File: config.mk
export PLATFORM = sky130hd
export DESIGN_NAME = ex_stage
export DESIGN_NICKNAME = d
export VERILOG_FILES = /design/src/source/ex_op_pkg.sv /design/src/source/ex_data_pkg.sv /design/src/source/ex_alu.sv /design/src/source/ex_mult.sv /design/src/source/ex_issue_ctrl.sv /design/src/source/ex_wb_reg.sv /design/src/source/ex_stage.sv
export SDC_FILE = /design/constraint.sdc
export NUM_CORES = 2
export LEC_CHECK = 0
export BUFFER_PORTS_ARGS = -buffer_cell sky130_fd_sc_hd__buf_2
export CORE_ASPECT_RATIO = 0.9
export CORE_MARGIN = 2
export CORE_UTILIZATION = 55
export CTS_CLUSTER_SIZE = 10
export DETAILED_ROUTE_END_ITERATION = 10
export GPL_ROUTABILITY_DRIVEN = 0
export HOLD_SLACK_MARGIN = 0.06
export PLACE_DENSITY = 0.77
export SYNTH_ARGS = -nofsm -noshare
export SYNTH_HDL_FRONTEND = slang
export SYNTH_HIERARCHICAL = 1
export SYNTH_SLANG_ARGS = --single-unit
File: constraint.sdc
create_clock -name clk -period 6.3 [get_ports clk]
set_input_delay 0 -clock clk [delete_from_list [all_inputs] [get_ports clk]]
set_output_delay 0 -clock clk [all_outputs]
set_load 0.005 [all_outputs]
File: src/source/ex_op_pkg.sv
////////////////////////////////////////
// Operation encodings for the execute stage
// ALU operators, multiply variants and CSR access kinds
////////////////////////////////////////
`default_nettype none

package ex_op_pkg;

  // ALU operators
  // Arithmetic and logic first, then set-less-than, then branch compares
  typedef enum logic [3:0] {
    ALU_ADD  = 4'd0,
    ALU_SUB  = 4'd1,
    ALU_AND  = 4'd2,
    ALU_OR   = 4'd3,
    ALU_XOR  = 4'd4,
    ALU_SLT  = 4'd5,
    ALU_SLTU = 4'd6,
    ALU_EQ   = 4'd7,
    ALU_NE   = 4'd8,
    ALU_LT   = 4'd9,
    ALU_GE   = 4'd10,
    ALU_LTU  = 4'd11,
    ALU_GEU  = 4'd12
  } alu_op_e;

  // Multiply variants
  // MUL returns the low word, the rest return the high word
  typedef enum logic [1:0] {
    MUL_MUL    = 2'd0,
    MUL_MULH   = 2'd1,
    MUL_MULHU  = 2'd2,
    MUL_MULHSU = 2'd3
  } mul_op_e;

  // CSR access kinds, carried on to writeback
  typedef enum logic [1:0] {
    CSR_OP_READ  = 2'd0,
    CSR_OP_WRITE = 2'd1,
    CSR_OP_SET   = 2'd2,
    CSR_OP_CLEAR = 2'd3
  } csr_op_e;

endpackage

`default_nettype wire

File: src/source/ex_data_pkg.sv
////////////////////////////////////////
// Data widths and word types for the execute stage
// CSR view of operand B as a packed union
////////////////////////////////////////
`default_nettype none

package ex_data_pkg;

  // Datapath widths
  localparam int unsigned WORD_W     = 32;
  localparam int unsigned REG_ADDR_W = 5;
  localparam int unsigned CSR_ADDR_W = 12;

  // One data word
  typedef logic [WORD_W-1:0] word_t;

  // Operand B of a CSR instruction
  // Only the low bits carry the CSR address
  typedef struct packed {
    logic [WORD_W-CSR_ADDR_W-1:0] unused;
    logic [CSR_ADDR_W-1:0]        addr;
  } csr_operand_s;

  // Operand B, decoded two ways
  // word for the ALU and multiplier, csr for a CSR access
  typedef union packed {
    word_t        word;
    csr_operand_s csr;
  } csr_operand_u;

endpackage

`default_nettype wire

File: src/source/ex_alu.sv
////////////////////////////////////////
// Single-cycle ALU with shared adder
// Compare result for branches and set-less-than
////////////////////////////////////////
`timescale 1ns/100ps
`default_nettype none

module ex_alu (
  input  ex_op_pkg::alu_op_e  operator_i,
  input  ex_data_pkg::word_t  operand_a_i,
  input  ex_data_pkg::word_t  operand_b_i,
  output ex_data_pkg::word_t  result_o,
  output logic                cmp_result_o
);
  import ex_op_pkg::*;
  import ex_data_pkg::*;

  logic            adder_sub;
  word_t           adder_b;
  logic [WORD_W:0] adder_sum;
  logic            diff_zero;
  logic            lt_signed;
  logic            lt_unsigned;

  ////////////////////////////////////////
  // Shared adder / subtractor
  ////////////////////////////////////////

  // Every operator other than add runs the adder as a subtractor
  assign adder_sub = (operator_i != ALU_ADD);
  assign adder_b   = adder_sub ? ~operand_b_i : operand_b_i;
  // Extra top bit keeps the carry out for the unsigned compare
  assign adder_sum = {1'b0, operand_a_i} + {1'b0, adder_b} + {{WORD_W{1'b0}}, adder_sub};

  // Compare terms derived from a - b
  assign diff_zero   = (adder_sum[WORD_W-1:0] == '0);
  // No carry out means a borrow, so a < b unsigned
  assign lt_unsigned = !adder_sum[WORD_W];
  // Different signs decide directly, else the sign of the difference
  assign lt_signed   = (operand_a_i[WORD_W-1] != operand_b_i[WORD_W-1]) ?
                       operand_a_i[WORD_W-1] : adder_sum[WORD_W-1];

  // Comparison result
  always_comb begin
    unique case (operator_i)
      ALU_SLT,  ALU_LT:  cmp_result_o = lt_signed;
      ALU_SLTU, ALU_LTU: cmp_result_o = lt_unsigned;
      ALU_EQ:            cmp_result_o = diff_zero;
      ALU_NE:            cmp_result_o = !diff_zero;
      ALU_GE:            cmp_result_o = !lt_signed;
      ALU_GEU:           cmp_result_o = !lt_unsigned;
      // Arithmetic and logic ops compare nothing
      default:           cmp_result_o = 1'b0;
    endcase
  end

  // Result word
  always_comb begin
    unique case (operator_i)
      ALU_ADD, ALU_SUB:  result_o = adder_sum[WORD_W-1:0];
      ALU_AND:           result_o = operand_a_i & operand_b_i;
      ALU_OR:            result_o = operand_a_i | operand_b_i;
      ALU_XOR:           result_o = operand_a_i ^ operand_b_i;
      // Set-less-than gives the compare bit, zero-extended
      ALU_SLT, ALU_SLTU: result_o = {{(WORD_W-1){1'b0}}, cmp_result_o};
      // Branch compares write no register
      default:           result_o = '0;
    endcase
  end

endmodule

`default_nettype wire

File: src/source/ex_mult.sv
////////////////////////////////////////
// Two-cycle multiplier giving the low or high product word
// Idle/done FSM with valid/ready handshake
////////////////////////////////////////
`timescale 1ns/100ps
`default_nettype none

module ex_mult (
  input  logic                clk,
  input  logic                rst_n,
  input  ex_op_pkg::mul_op_e  operator_i,
  input  ex_data_pkg::word_t  op_a_i,
  input  ex_data_pkg::word_t  op_b_i,
  input  logic                valid_i,
  output logic                ready_o,
  output logic                valid_o,
  input  logic                ready_i,
  output ex_data_pkg::word_t  result_o
);
  import ex_op_pkg::*;
  import ex_data_pkg::*;

  typedef enum logic {
    MUL_IDLE = 1'b0,
    MUL_DONE = 1'b1
  } mul_state_e;

  mul_state_e                 state_q;
  mul_state_e                 state_d;
  logic                       sign_a;
  logic                       sign_b;
  logic signed [WORD_W:0]     op_a_ext;
  logic signed [WORD_W:0]     op_b_ext;
  logic signed [2*WORD_W+1:0] product_q;
  logic                       high_q;

  ////////////////////////////////////////
  // Operand extension
  ////////////////////////////////////////

  // MULH is signed by signed and MULHSU signed by unsigned
  assign sign_a = (operator_i == MUL_MULH) || (operator_i == MUL_MULHSU);
  assign sign_b = (operator_i == MUL_MULH);

  // 33 bits each so one signed multiply covers all variants
  assign op_a_ext = {sign_a & op_a_i[WORD_W-1], op_a_i};
  assign op_b_ext = {sign_b & op_b_i[WORD_W-1], op_b_i};

  ////////////////////////////////////////
  // Control FSM
  ////////////////////////////////////////

  always_comb begin
    state_d = state_q;
    case (state_q)
      // Accept a request and register its product
      MUL_IDLE: if (valid_i) state_d = MUL_DONE;
      // Leave on handoff or when the request went away on a kill
      MUL_DONE: if (ready_i || !valid_i) state_d = MUL_IDLE;
      default:  state_d = MUL_IDLE;
    endcase
  end

  always_ff @(posedge clk or negedge rst_n) begin
    if (!rst_n) begin
      state_q <= MUL_IDLE;
    end else begin
      state_q <= state_d;
    end
  end

  // Product and word select captured on acceptance
  always_ff @(posedge clk) begin
    if (state_q == MUL_IDLE && valid_i) begin
      product_q <= op_a_ext * op_b_ext;
      high_q    <= (operator_i != MUL_MUL);
    end
  end

  // Busy while a request is in flight in idle
  assign ready_o  = (state_q == MUL_DONE) ? ready_i : !valid_i;
  assign valid_o  = (state_q == MUL_DONE);
  assign result_o = high_q ? product_q[2*WORD_W-1:WORD_W] : product_q[WORD_W-1:0];

  // No result is ever offered from idle
  a_no_valid_in_idle: assert property (@(posedge clk) disable iff (!rst_n)
    (state_q == MUL_IDLE) |-> !valid_o);

endmodule

`default_nettype wire

File: src/source/ex_issue_ctrl.sv
////////////////////////////////////////
// Kill/halt gating and illegality for the EX instruction
// Stage ready/valid and the result mux
////////////////////////////////////////
`timescale 1ns/100ps
`default_nettype none

module ex_issue_ctrl #(
  parameter bit HAS_MUL = 1'b1
) (
  input  logic                instr_valid_i,
  input  logic                kill_ex_i,
  input  logic                halt_ex_i,
  input  logic                alu_en_i,
  input  logic                mul_en_i,
  input  logic                csr_en_i,
  input  logic                illegal_insn_i,
  input  logic                csr_illegal_i,
  input  logic                wb_ready_i,
  input  logic                mul_ready_i,
  input  logic                mul_valid_i,
  input  ex_data_pkg::word_t  alu_result_i,
  input  ex_data_pkg::word_t  mul_result_i,
  input  ex_data_pkg::word_t  csr_rdata_i,
  output logic                mul_valid_o,
  output logic                ex_ready_o,
  output logic                ex_valid_o,
  output logic                illegal_o,
  output ex_data_pkg::word_t  rf_wdata_o
);

  logic instr_live;

  ////////////////////////////////////////
  // Instruction gating
  ////////////////////////////////////////

  // Live means valid and neither killed nor halted
  assign instr_live = instr_valid_i && !kill_ex_i && !halt_ex_i;

  // Illegal from decode, from the CSR file, or a multiply on a core without one
  assign illegal_o = instr_live &&
                     (illegal_insn_i ||
                      (csr_en_i && csr_illegal_i) ||
                      (mul_en_i && !HAS_MUL));

  // Illegal instructions never start the multiplier
  assign mul_valid_o = mul_en_i && instr_live && !illegal_o;

  ////////////////////////////////////////
  // Stage handshake
  ////////////////////////////////////////

  // ALU and CSR finish in one cycle and illegal ones pass straight through
  assign ex_valid_o = instr_live &&
                      (alu_en_i ||
                       csr_en_i ||
                       (mul_en_i && mul_valid_i) ||
                       illegal_o);

  // Kill frees the stage at once
  // Otherwise wait for writeback and the multiplier unless halted
  assign ex_ready_o = kill_ex_i || (wb_ready_i && mul_ready_i && !halt_ex_i);

  // Register write data from the unit in use
  always_comb begin
    unique case (1'b1)
      alu_en_i: rf_wdata_o = alu_result_i;
      mul_en_i: rf_wdata_o = mul_result_i;
      csr_en_i: rf_wdata_o = csr_rdata_i;
      default:  rf_wdata_o = alu_result_i;
    endcase
  end

  // Decode steers each instruction to at most one unit
  always_comb begin
    if (instr_valid_i) begin
      a_unit_onehot: assert ($onehot0({alu_en_i, mul_en_i, csr_en_i}));
    end
  end

endmodule

`default_nettype wire

File: src/source/ex_wb_reg.sv
////////////////////////////////////////
// EX/WB pipeline register
// Bubble insertion and CSR field capture
////////////////////////////////////////
`timescale 1ns/100ps
`default_nettype none

module ex_wb_reg (
  input  logic                                clk,
  input  logic                                rst_n,
  input  logic                                ex_valid_i,
  input  logic                                wb_ready_i,
  input  logic                                rf_we_i,
  input  logic [ex_data_pkg::REG_ADDR_W-1:0]  rf_waddr_i,
  input  ex_data_pkg::word_t                  rf_wdata_i,
  input  logic                                illegal_i,
  input  logic                                csr_en_i,
  input  ex_op_pkg::csr_op_e                  csr_op_i,
  input  ex_data_pkg::csr_operand_u           csr_operand_i,
  input  ex_data_pkg::word_t                  csr_wdata_i,
  input  logic                                alu_bch_i,
  input  logic                                alu_en_i,
  input  logic                                cmp_result_i,
  output logic                                wb_instr_valid_o,
  output logic                                wb_rf_we_o,
  output logic [ex_data_pkg::REG_ADDR_W-1:0]  wb_rf_waddr_o,
  output ex_data_pkg::word_t                  wb_rf_wdata_o,
  output logic                                wb_csr_en_o,
  output ex_op_pkg::csr_op_e                  wb_csr_op_o,
  output logic [ex_data_pkg::CSR_ADDR_W-1:0]  wb_csr_addr_o,
  output ex_data_pkg::word_t                  wb_csr_wdata_o,
  output logic                                wb_illegal_insn_o,
  output logic                                wb_bch_taken_o
);
  import ex_op_pkg::*;

  logic xfer;

  // Instruction moves to WB on this edge
  assign xfer = ex_valid_i && wb_ready_i;

  always_ff @(posedge clk or negedge rst_n) begin
    if (!rst_n) begin
      wb_instr_valid_o  <= 1'b0;
      wb_rf_we_o        <= 1'b0;
      wb_rf_waddr_o     <= '0;
      wb_rf_wdata_o     <= '0;
      wb_csr_en_o       <= 1'b0;
      wb_csr_op_o       <= CSR_OP_READ;
      wb_csr_addr_o     <= '0;
      wb_csr_wdata_o    <= '0;
      wb_illegal_insn_o <= 1'b0;
      wb_bch_taken_o    <= 1'b0;
    end else if (xfer) begin
      wb_instr_valid_o  <= 1'b1;
      // Illegal instructions touch neither the register file nor the CSRs
      wb_rf_we_o        <= illegal_i ? 1'b0 : rf_we_i;
      wb_csr_en_o       <= illegal_i ? 1'b0 : csr_en_i;
      wb_illegal_insn_o <= illegal_i;
      // Taken only for a real branch on the ALU
      wb_bch_taken_o    <= alu_bch_i && alu_en_i && cmp_result_i;

      // Write fields only move for a register write
      if (rf_we_i) begin
        wb_rf_waddr_o <= rf_waddr_i;
        wb_rf_wdata_o <= rf_wdata_i;
      end

      // CSR address comes from the CSR view of operand B
      if (csr_en_i) begin
        wb_csr_op_o    <= csr_op_i;
        wb_csr_addr_o  <= csr_operand_i.csr.addr;
        wb_csr_wdata_o <= csr_wdata_i;
      end
    end else if (wb_ready_i) begin
      // WB takes a slot but EX has nothing, so a bubble
      wb_instr_valid_o <= 1'b0;
    end
  end

endmodule

`default_nettype wire

File: src/source/ex_stage.sv
////////////////////////////////////////
// Execute stage top level
// ALU, optional multiplier, issue control, EX/WB register
////////////////////////////////////////
`timescale 1ns/100ps
`default_nettype none

module ex_stage #(
  parameter bit HAS_MUL = 1'b1
) (
  input  logic                                clk,
  input  logic                                rst_n,
  // ID/EX fields
  input  logic                                instr_valid_i,
  input  logic                                alu_en_i,
  input  logic                                mul_en_i,
  input  logic                                csr_en_i,
  input  logic                                rf_we_i,
  input  logic [ex_data_pkg::REG_ADDR_W-1:0]  rf_waddr_i,
  input  ex_op_pkg::alu_op_e                  alu_op_i,
  input  logic                                alu_bch_i,
  input  ex_op_pkg::mul_op_e                  mul_op_i,
  input  ex_op_pkg::csr_op_e                  csr_op_i,
  input  ex_data_pkg::word_t                  operand_a_i,
  input  ex_data_pkg::csr_operand_u           operand_b_i,
  input  logic                                illegal_insn_i,
  // Controller
  input  logic                                kill_ex_i,
  input  logic                                halt_ex_i,
  // CSR file
  input  ex_data_pkg::word_t                  csr_rdata_i,
  input  logic                                csr_illegal_i,
  // Writeback back-pressure
  input  logic                                wb_ready_i,
  // Stage handshake and forwarding
  output logic                                ex_ready_o,
  output logic                                ex_valid_o,
  output ex_data_pkg::word_t                  rf_wdata_o,
  output logic                                branch_decision_o,
  // EX/WB register
  output logic                                wb_instr_valid_o,
  output logic                                wb_rf_we_o,
  output logic [ex_data_pkg::REG_ADDR_W-1:0]  wb_rf_waddr_o,
  output ex_data_pkg::word_t                  wb_rf_wdata_o,
  output logic                                wb_csr_en_o,
  output ex_op_pkg::csr_op_e                  wb_csr_op_o,
  output logic [ex_data_pkg::CSR_ADDR_W-1:0]  wb_csr_addr_o,
  output ex_data_pkg::word_t                  wb_csr_wdata_o,
  output logic                                wb_illegal_insn_o,
  output logic                                wb_bch_taken_o
);
  import ex_data_pkg::*;

  word_t alu_result;
  word_t mul_result;
  logic  mul_req;
  logic  mul_ready;
  logic  mul_valid;
  logic  illegal;

  ////////////////////////////////////////
  // Functional units
  ////////////////////////////////////////

  // Compare bit doubles as the branch decision
  ex_alu alu_inst (
    .operator_i   (alu_op_i),
    .operand_a_i  (operand_a_i),
    .operand_b_i  (operand_b_i.word),
    .result_o     (alu_result),
    .cmp_result_o (branch_decision_o)
  );

  generate
    if (HAS_MUL) begin : gen_mul
      ex_mult mult_inst (
        .clk        (clk),
        .rst_n      (rst_n),
        .operator_i (mul_op_i),
        .op_a_i     (operand_a_i),
        .op_b_i     (operand_b_i.word),
        .valid_i    (mul_req),
        .ready_o    (mul_ready),
        .valid_o    (mul_valid),
        .ready_i    (wb_ready_i),
        .result_o   (mul_result)
      );
    end else begin : gen_no_mul
      // Always ready, never valid
      assign mul_ready  = 1'b1;
      assign mul_valid  = 1'b0;
      assign mul_result = '0;
    end
  endgenerate

  ////////////////////////////////////////
  // Issue control and EX/WB register
  ////////////////////////////////////////

  ex_issue_ctrl #(
    .HAS_MUL (HAS_MUL)
  ) issue_ctrl_inst (
    .instr_valid_i  (instr_valid_i),
    .kill_ex_i      (kill_ex_i),
    .halt_ex_i      (halt_ex_i),
    .alu_en_i       (alu_en_i),
    .mul_en_i       (mul_en_i),
    .csr_en_i       (csr_en_i),
    .illegal_insn_i (illegal_insn_i),
    .csr_illegal_i  (csr_illegal_i),
    .wb_ready_i     (wb_ready_i),
    .mul_ready_i    (mul_ready),
    .mul_valid_i    (mul_valid),
    .alu_result_i   (alu_result),
    .mul_result_i   (mul_result),
    .csr_rdata_i    (csr_rdata_i),
    .mul_valid_o    (mul_req),
    .ex_ready_o     (ex_ready_o),
    .ex_valid_o     (ex_valid_o),
    .illegal_o      (illegal),
    .rf_wdata_o     (rf_wdata_o)
  );

  // CSR write data is operand A
  ex_wb_reg wb_reg_inst (
    .clk               (clk),
    .rst_n             (rst_n),
    .ex_valid_i        (ex_valid_o),
    .wb_ready_i        (wb_ready_i),
    .rf_we_i           (rf_we_i),
    .rf_waddr_i        (rf_waddr_i),
    .rf_wdata_i        (rf_wdata_o),
    .illegal_i         (illegal),
    .csr_en_i          (csr_en_i),
    .csr_op_i          (csr_op_i),
    .csr_operand_i     (operand_b_i),
    .csr_wdata_i       (operand_a_i),
    .alu_bch_i         (alu_bch_i),
    .alu_en_i          (alu_en_i),
    .cmp_result_i      (branch_decision_o),
    .wb_instr_valid_o  (wb_instr_valid_o),
    .wb_rf_we_o        (wb_rf_we_o),
    .wb_rf_waddr_o     (wb_rf_waddr_o),
    .wb_rf_wdata_o     (wb_rf_wdata_o),
    .wb_csr_en_o       (wb_csr_en_o),
    .wb_csr_op_o       (wb_csr_op_o),
    .wb_csr_addr_o     (wb_csr_addr_o),
    .wb_csr_wdata_o    (wb_csr_wdata_o),
    .wb_illegal_insn_o (wb_illegal_insn_o),
    .wb_bch_taken_o    (wb_bch_taken_o)
  );

endmodule

`default_nettype wire

==> run metrics <==
CTS H-tree lvls 4; CP required roughly 6500 ps; Worst path max stage delay around 600 ps; number of enable flip-flop cells after synthesis 65; first-pass iteration count of the detailed router 9; reg-to-reg setup timing slack 3880 ps; synthesized area roughly 50000 um2; slew margin rel. 0.348; GRT Resource Usage Total 0.347; largest net degree at the start of global routing 66; synth top area cells fa_1 (46%), inv_1 (9.7%), ha_1 (7.9%), nand2_1 (6.8%), dfrtp_1 (4.5%); vias in the first global route roughly 44k; Worst path slowest cell fa_2; CP Capture Type register; Gate Count Post-Synth 5300; Worst-path clk slew around 70 ps; skew final ~17 ps; num rows ~100; TritonCTS clock tree yes; clk root buf clkbuf_16; post-route ant nets 0; area added between synthesis and finish 22.4%; Place WS -1250 ps; Period Utilization, post-route 1.08; syn nets 6857; Port Buffers 244; Setup Viol. Count Final 34; final instance count without filler cells just over 7k; DR DRC count 0; outcome finished with violations; r2r startpoint gen_mul.mult_inst/valid_o$_DFF_PN0_; RSZ-0062 raised after global routing yes; min Tclk post-route between 6000 and 7000 ps; Synth cell types 97; failing checks negative setup slack; post-synth top area cell fa_1; DR WL/cell 23.5 um; Max Root-Sink Buffers 2; Crit Path Max Fanout 3; total wire length ~170000 um; GR Overflow Total 0; nets@finish about 7.5k; CP dominant cell by count fa_1; Chip Width 319 um; sequential area share after synthesis 0.0852; Main synth FF type dfrtp_1; final-report max-slew violation count 0; Yosys top cell area share 0.460; fmax ~150 MHz; Min Hold Slack approximately 55 ps; reg2reg end wb_reg_inst/wb_csr_addr_o[10]$_DFFE_PN0P_; Placed Instances ~7k; total die area between 90000 and 100000 um2; reg2reg path depth 4; critical path endpoint gen_mul.mult_inst/product_q[58]$_DFFE_PP_; Critical Path Start operand_b_i[31]; Hold Crit Class primary input to async pin; drt first-iter violations slightly below 5k; Max-cap violations 0; antenna violations before repair 4; setup TNS -9540 ps; syn avg cell area ~9.3 um2; Clk Latency, worst-skew pair between 400 and 500 ps; Final Hold Viols 0; Synth async-reset ratio 0.578; clk sinks approximately 150; # IOs 245; CP Data Arrival Time 7020 ps; Inserted Clock Buffers 17; post-synthesis sequential element count 154; critical path type primary input to register; Initial Util 0.557; first-pass GRT wire length between 200000 and 250000 um; share of cells above drive strength 1 0.238; Post-DP HPWL between 100000 and 150000 um; post-route worst setup slack -522 ps; vias per std cell between 5 and 6; core area between 80000 and 90000 um2; Die Ht ~290 um; Yosys Warn Count 6; crit start category primary input; Via Count around 42k; worst slew pin tran between 900 and 1000 ps
sequential cells by signal (all words and copies together), names as in the netlist:
| signal | flops |
|---|---|
| wb_reg_inst/wb_csr_en_o | 1 |
| gen_mul.mult_inst/product_q | 64 |
| wb_reg_inst/wb_csr_op_o | 2 |
| wb_reg_inst/wb_rf_we_o | 1 |
| wb_reg_inst/wb_rf_waddr_o | 5 |
| gen_mul.mult_inst/valid_o | 1 |
| wb_reg_inst/wb_rf_wdata_o | 32 |
| gen_mul.mult_inst/high_q | 1 |
| wb_reg_inst/wb_bch_taken_o | 1 |
| wb_reg_inst/wb_csr_addr_o | 12 |
| wb_reg_inst/wb_illegal_insn_o | 1 |
| wb_reg_inst/wb_csr_wdata_o | 32 |
| wb_reg_inst/wb_instr_valid_o | 1 |
worst min-delay path by stage:
stage | from | depth (start not counted) | end | slack, ps
final | rst_n | 2 | wb_reg_inst/wb_csr_en_o$_DFFE_PN0P_ | 60
after global routing | csr_rdata_i[21] | 4 | wb_reg_inst/wb_rf_wdata_o[21]$_DFFE_PN0P_ | 90
after CTS | csr_rdata_i[21] | 4 | wb_reg_inst/wb_rf_wdata_o[21]$_DFFE_PN0P_ | 60
after detailed placement | rst_n | 1 | wb_reg_inst/wb_bch_taken_o$_DFFE_PN0P_ | -7
after global placement | rst_n | 1 | wb_reg_inst/wb_rf_wdata_o[18]$_DFFE_PN0P_ | -20
after floorplan | rst_n | 0 | gen_mul.mult_inst/valid_o$_DFF_PN0_ | -300
synth_stat cells, types with 24 or more instances:
cell type / instances
dfrtp_1: 89
edfxtp_1: 65
xor2_1: 24
a221oi_1: 30
o21ai_0: 75
and2_1: 269
a22o_1: 34
nand3_1: 26
a21oi_1: 100
a21o_1: 71
ha_1: 309
mux2_4: 30
clkbuf_1: 234
inv_1: 1272
mux2_2: 92
nor3_1: 25
nor2_1: 109
nand2_1: 890
xnor2_1: 96
fa_1: 1126
what timing repair did:
| action | CTS | global route |
|---|---|---|
| resized for setup | 331 | 296 |
| hold buffers | 34 | 0 |
| gates cloned | 13 | 13 |
| pin swaps | 223 | 151 |
| setup endpoints to repair | 38 | 42 |
| hold endpoints to repair | 66 | 0 |
| buffers inserted | 51 | 51 |
layer usage:
| metal | vias to the layer above | track usage | part of all wire |
|---|---|---|---|
| met5 | - | 0 | 0.000072 |
| met4 | 2 | 0.167 | 0.070 |
| met3 | 796 | 0.0782 | 0.13 |
| met2 | 3096 | 0.546 | 0.45 |
| met1 | 21000 | 0.459 | 0.35 |
| li1 | 17100 | - | - |
critical path, delay by kind of cell:
family	cells	cell delay, ps
fa+ha+maj	9	4190
xor+xnor	1	70
buf+inv	8	900
simple gates	8	1380
compound gates	3	460
metrics by stage:
stage / util / cell area, um2
final: 0.682 / 60000
after global routing: 0.682 / 60000
after CTS: 0.661 / 58200
after detailed placement: 0.627 / 55200
after global placement: 0.627 / 55200
after floorplan: - / 49300
cell families after synthesis:
family / share of synthesized area
xor gates and xnor gates: 0.0214
adders and majority gates: 0.538
muxes: 0.0313
AOI/OAI and AO/OA: 0.0678
and+or+nand+nor: 0.135
buffers and inverters: 0.121
DFF: 0.0852
cells in the final DEF, fill, tap and decap left out, types with 44 or more instances in the layout:
cell / count
inv_2: 66
ha_4: 44
nand2_1: 858
buf_6: 70
buf_2: 189
inv_1: 1202
edfxtp_1: 65
a21oi_1: 71
fa_1: 1081
and2_1: 245
mux2_2: 92
xnor2_1: 88
nor2_1: 88
ha_1: 264
dfrtp_1: 89
a21o_1: 71
buf_12: 83
buf_4: 482
o21ai_0: 61
fa_2: 45
layout make-up:
class	count	area, um2
antenna	4	10.0
clock buffer	21	454
clock inverter	11	121
fill	5903	28000
inverter	1272	4790
multi-input combinational	3604	40700
sequential	154	4180
tap	1155	1450
timing repair buffer	904	8360
Power is left out: the tool's default activity adds up to more than one toggle a clock period on the data nets, which glitch-free logic cannot reach.
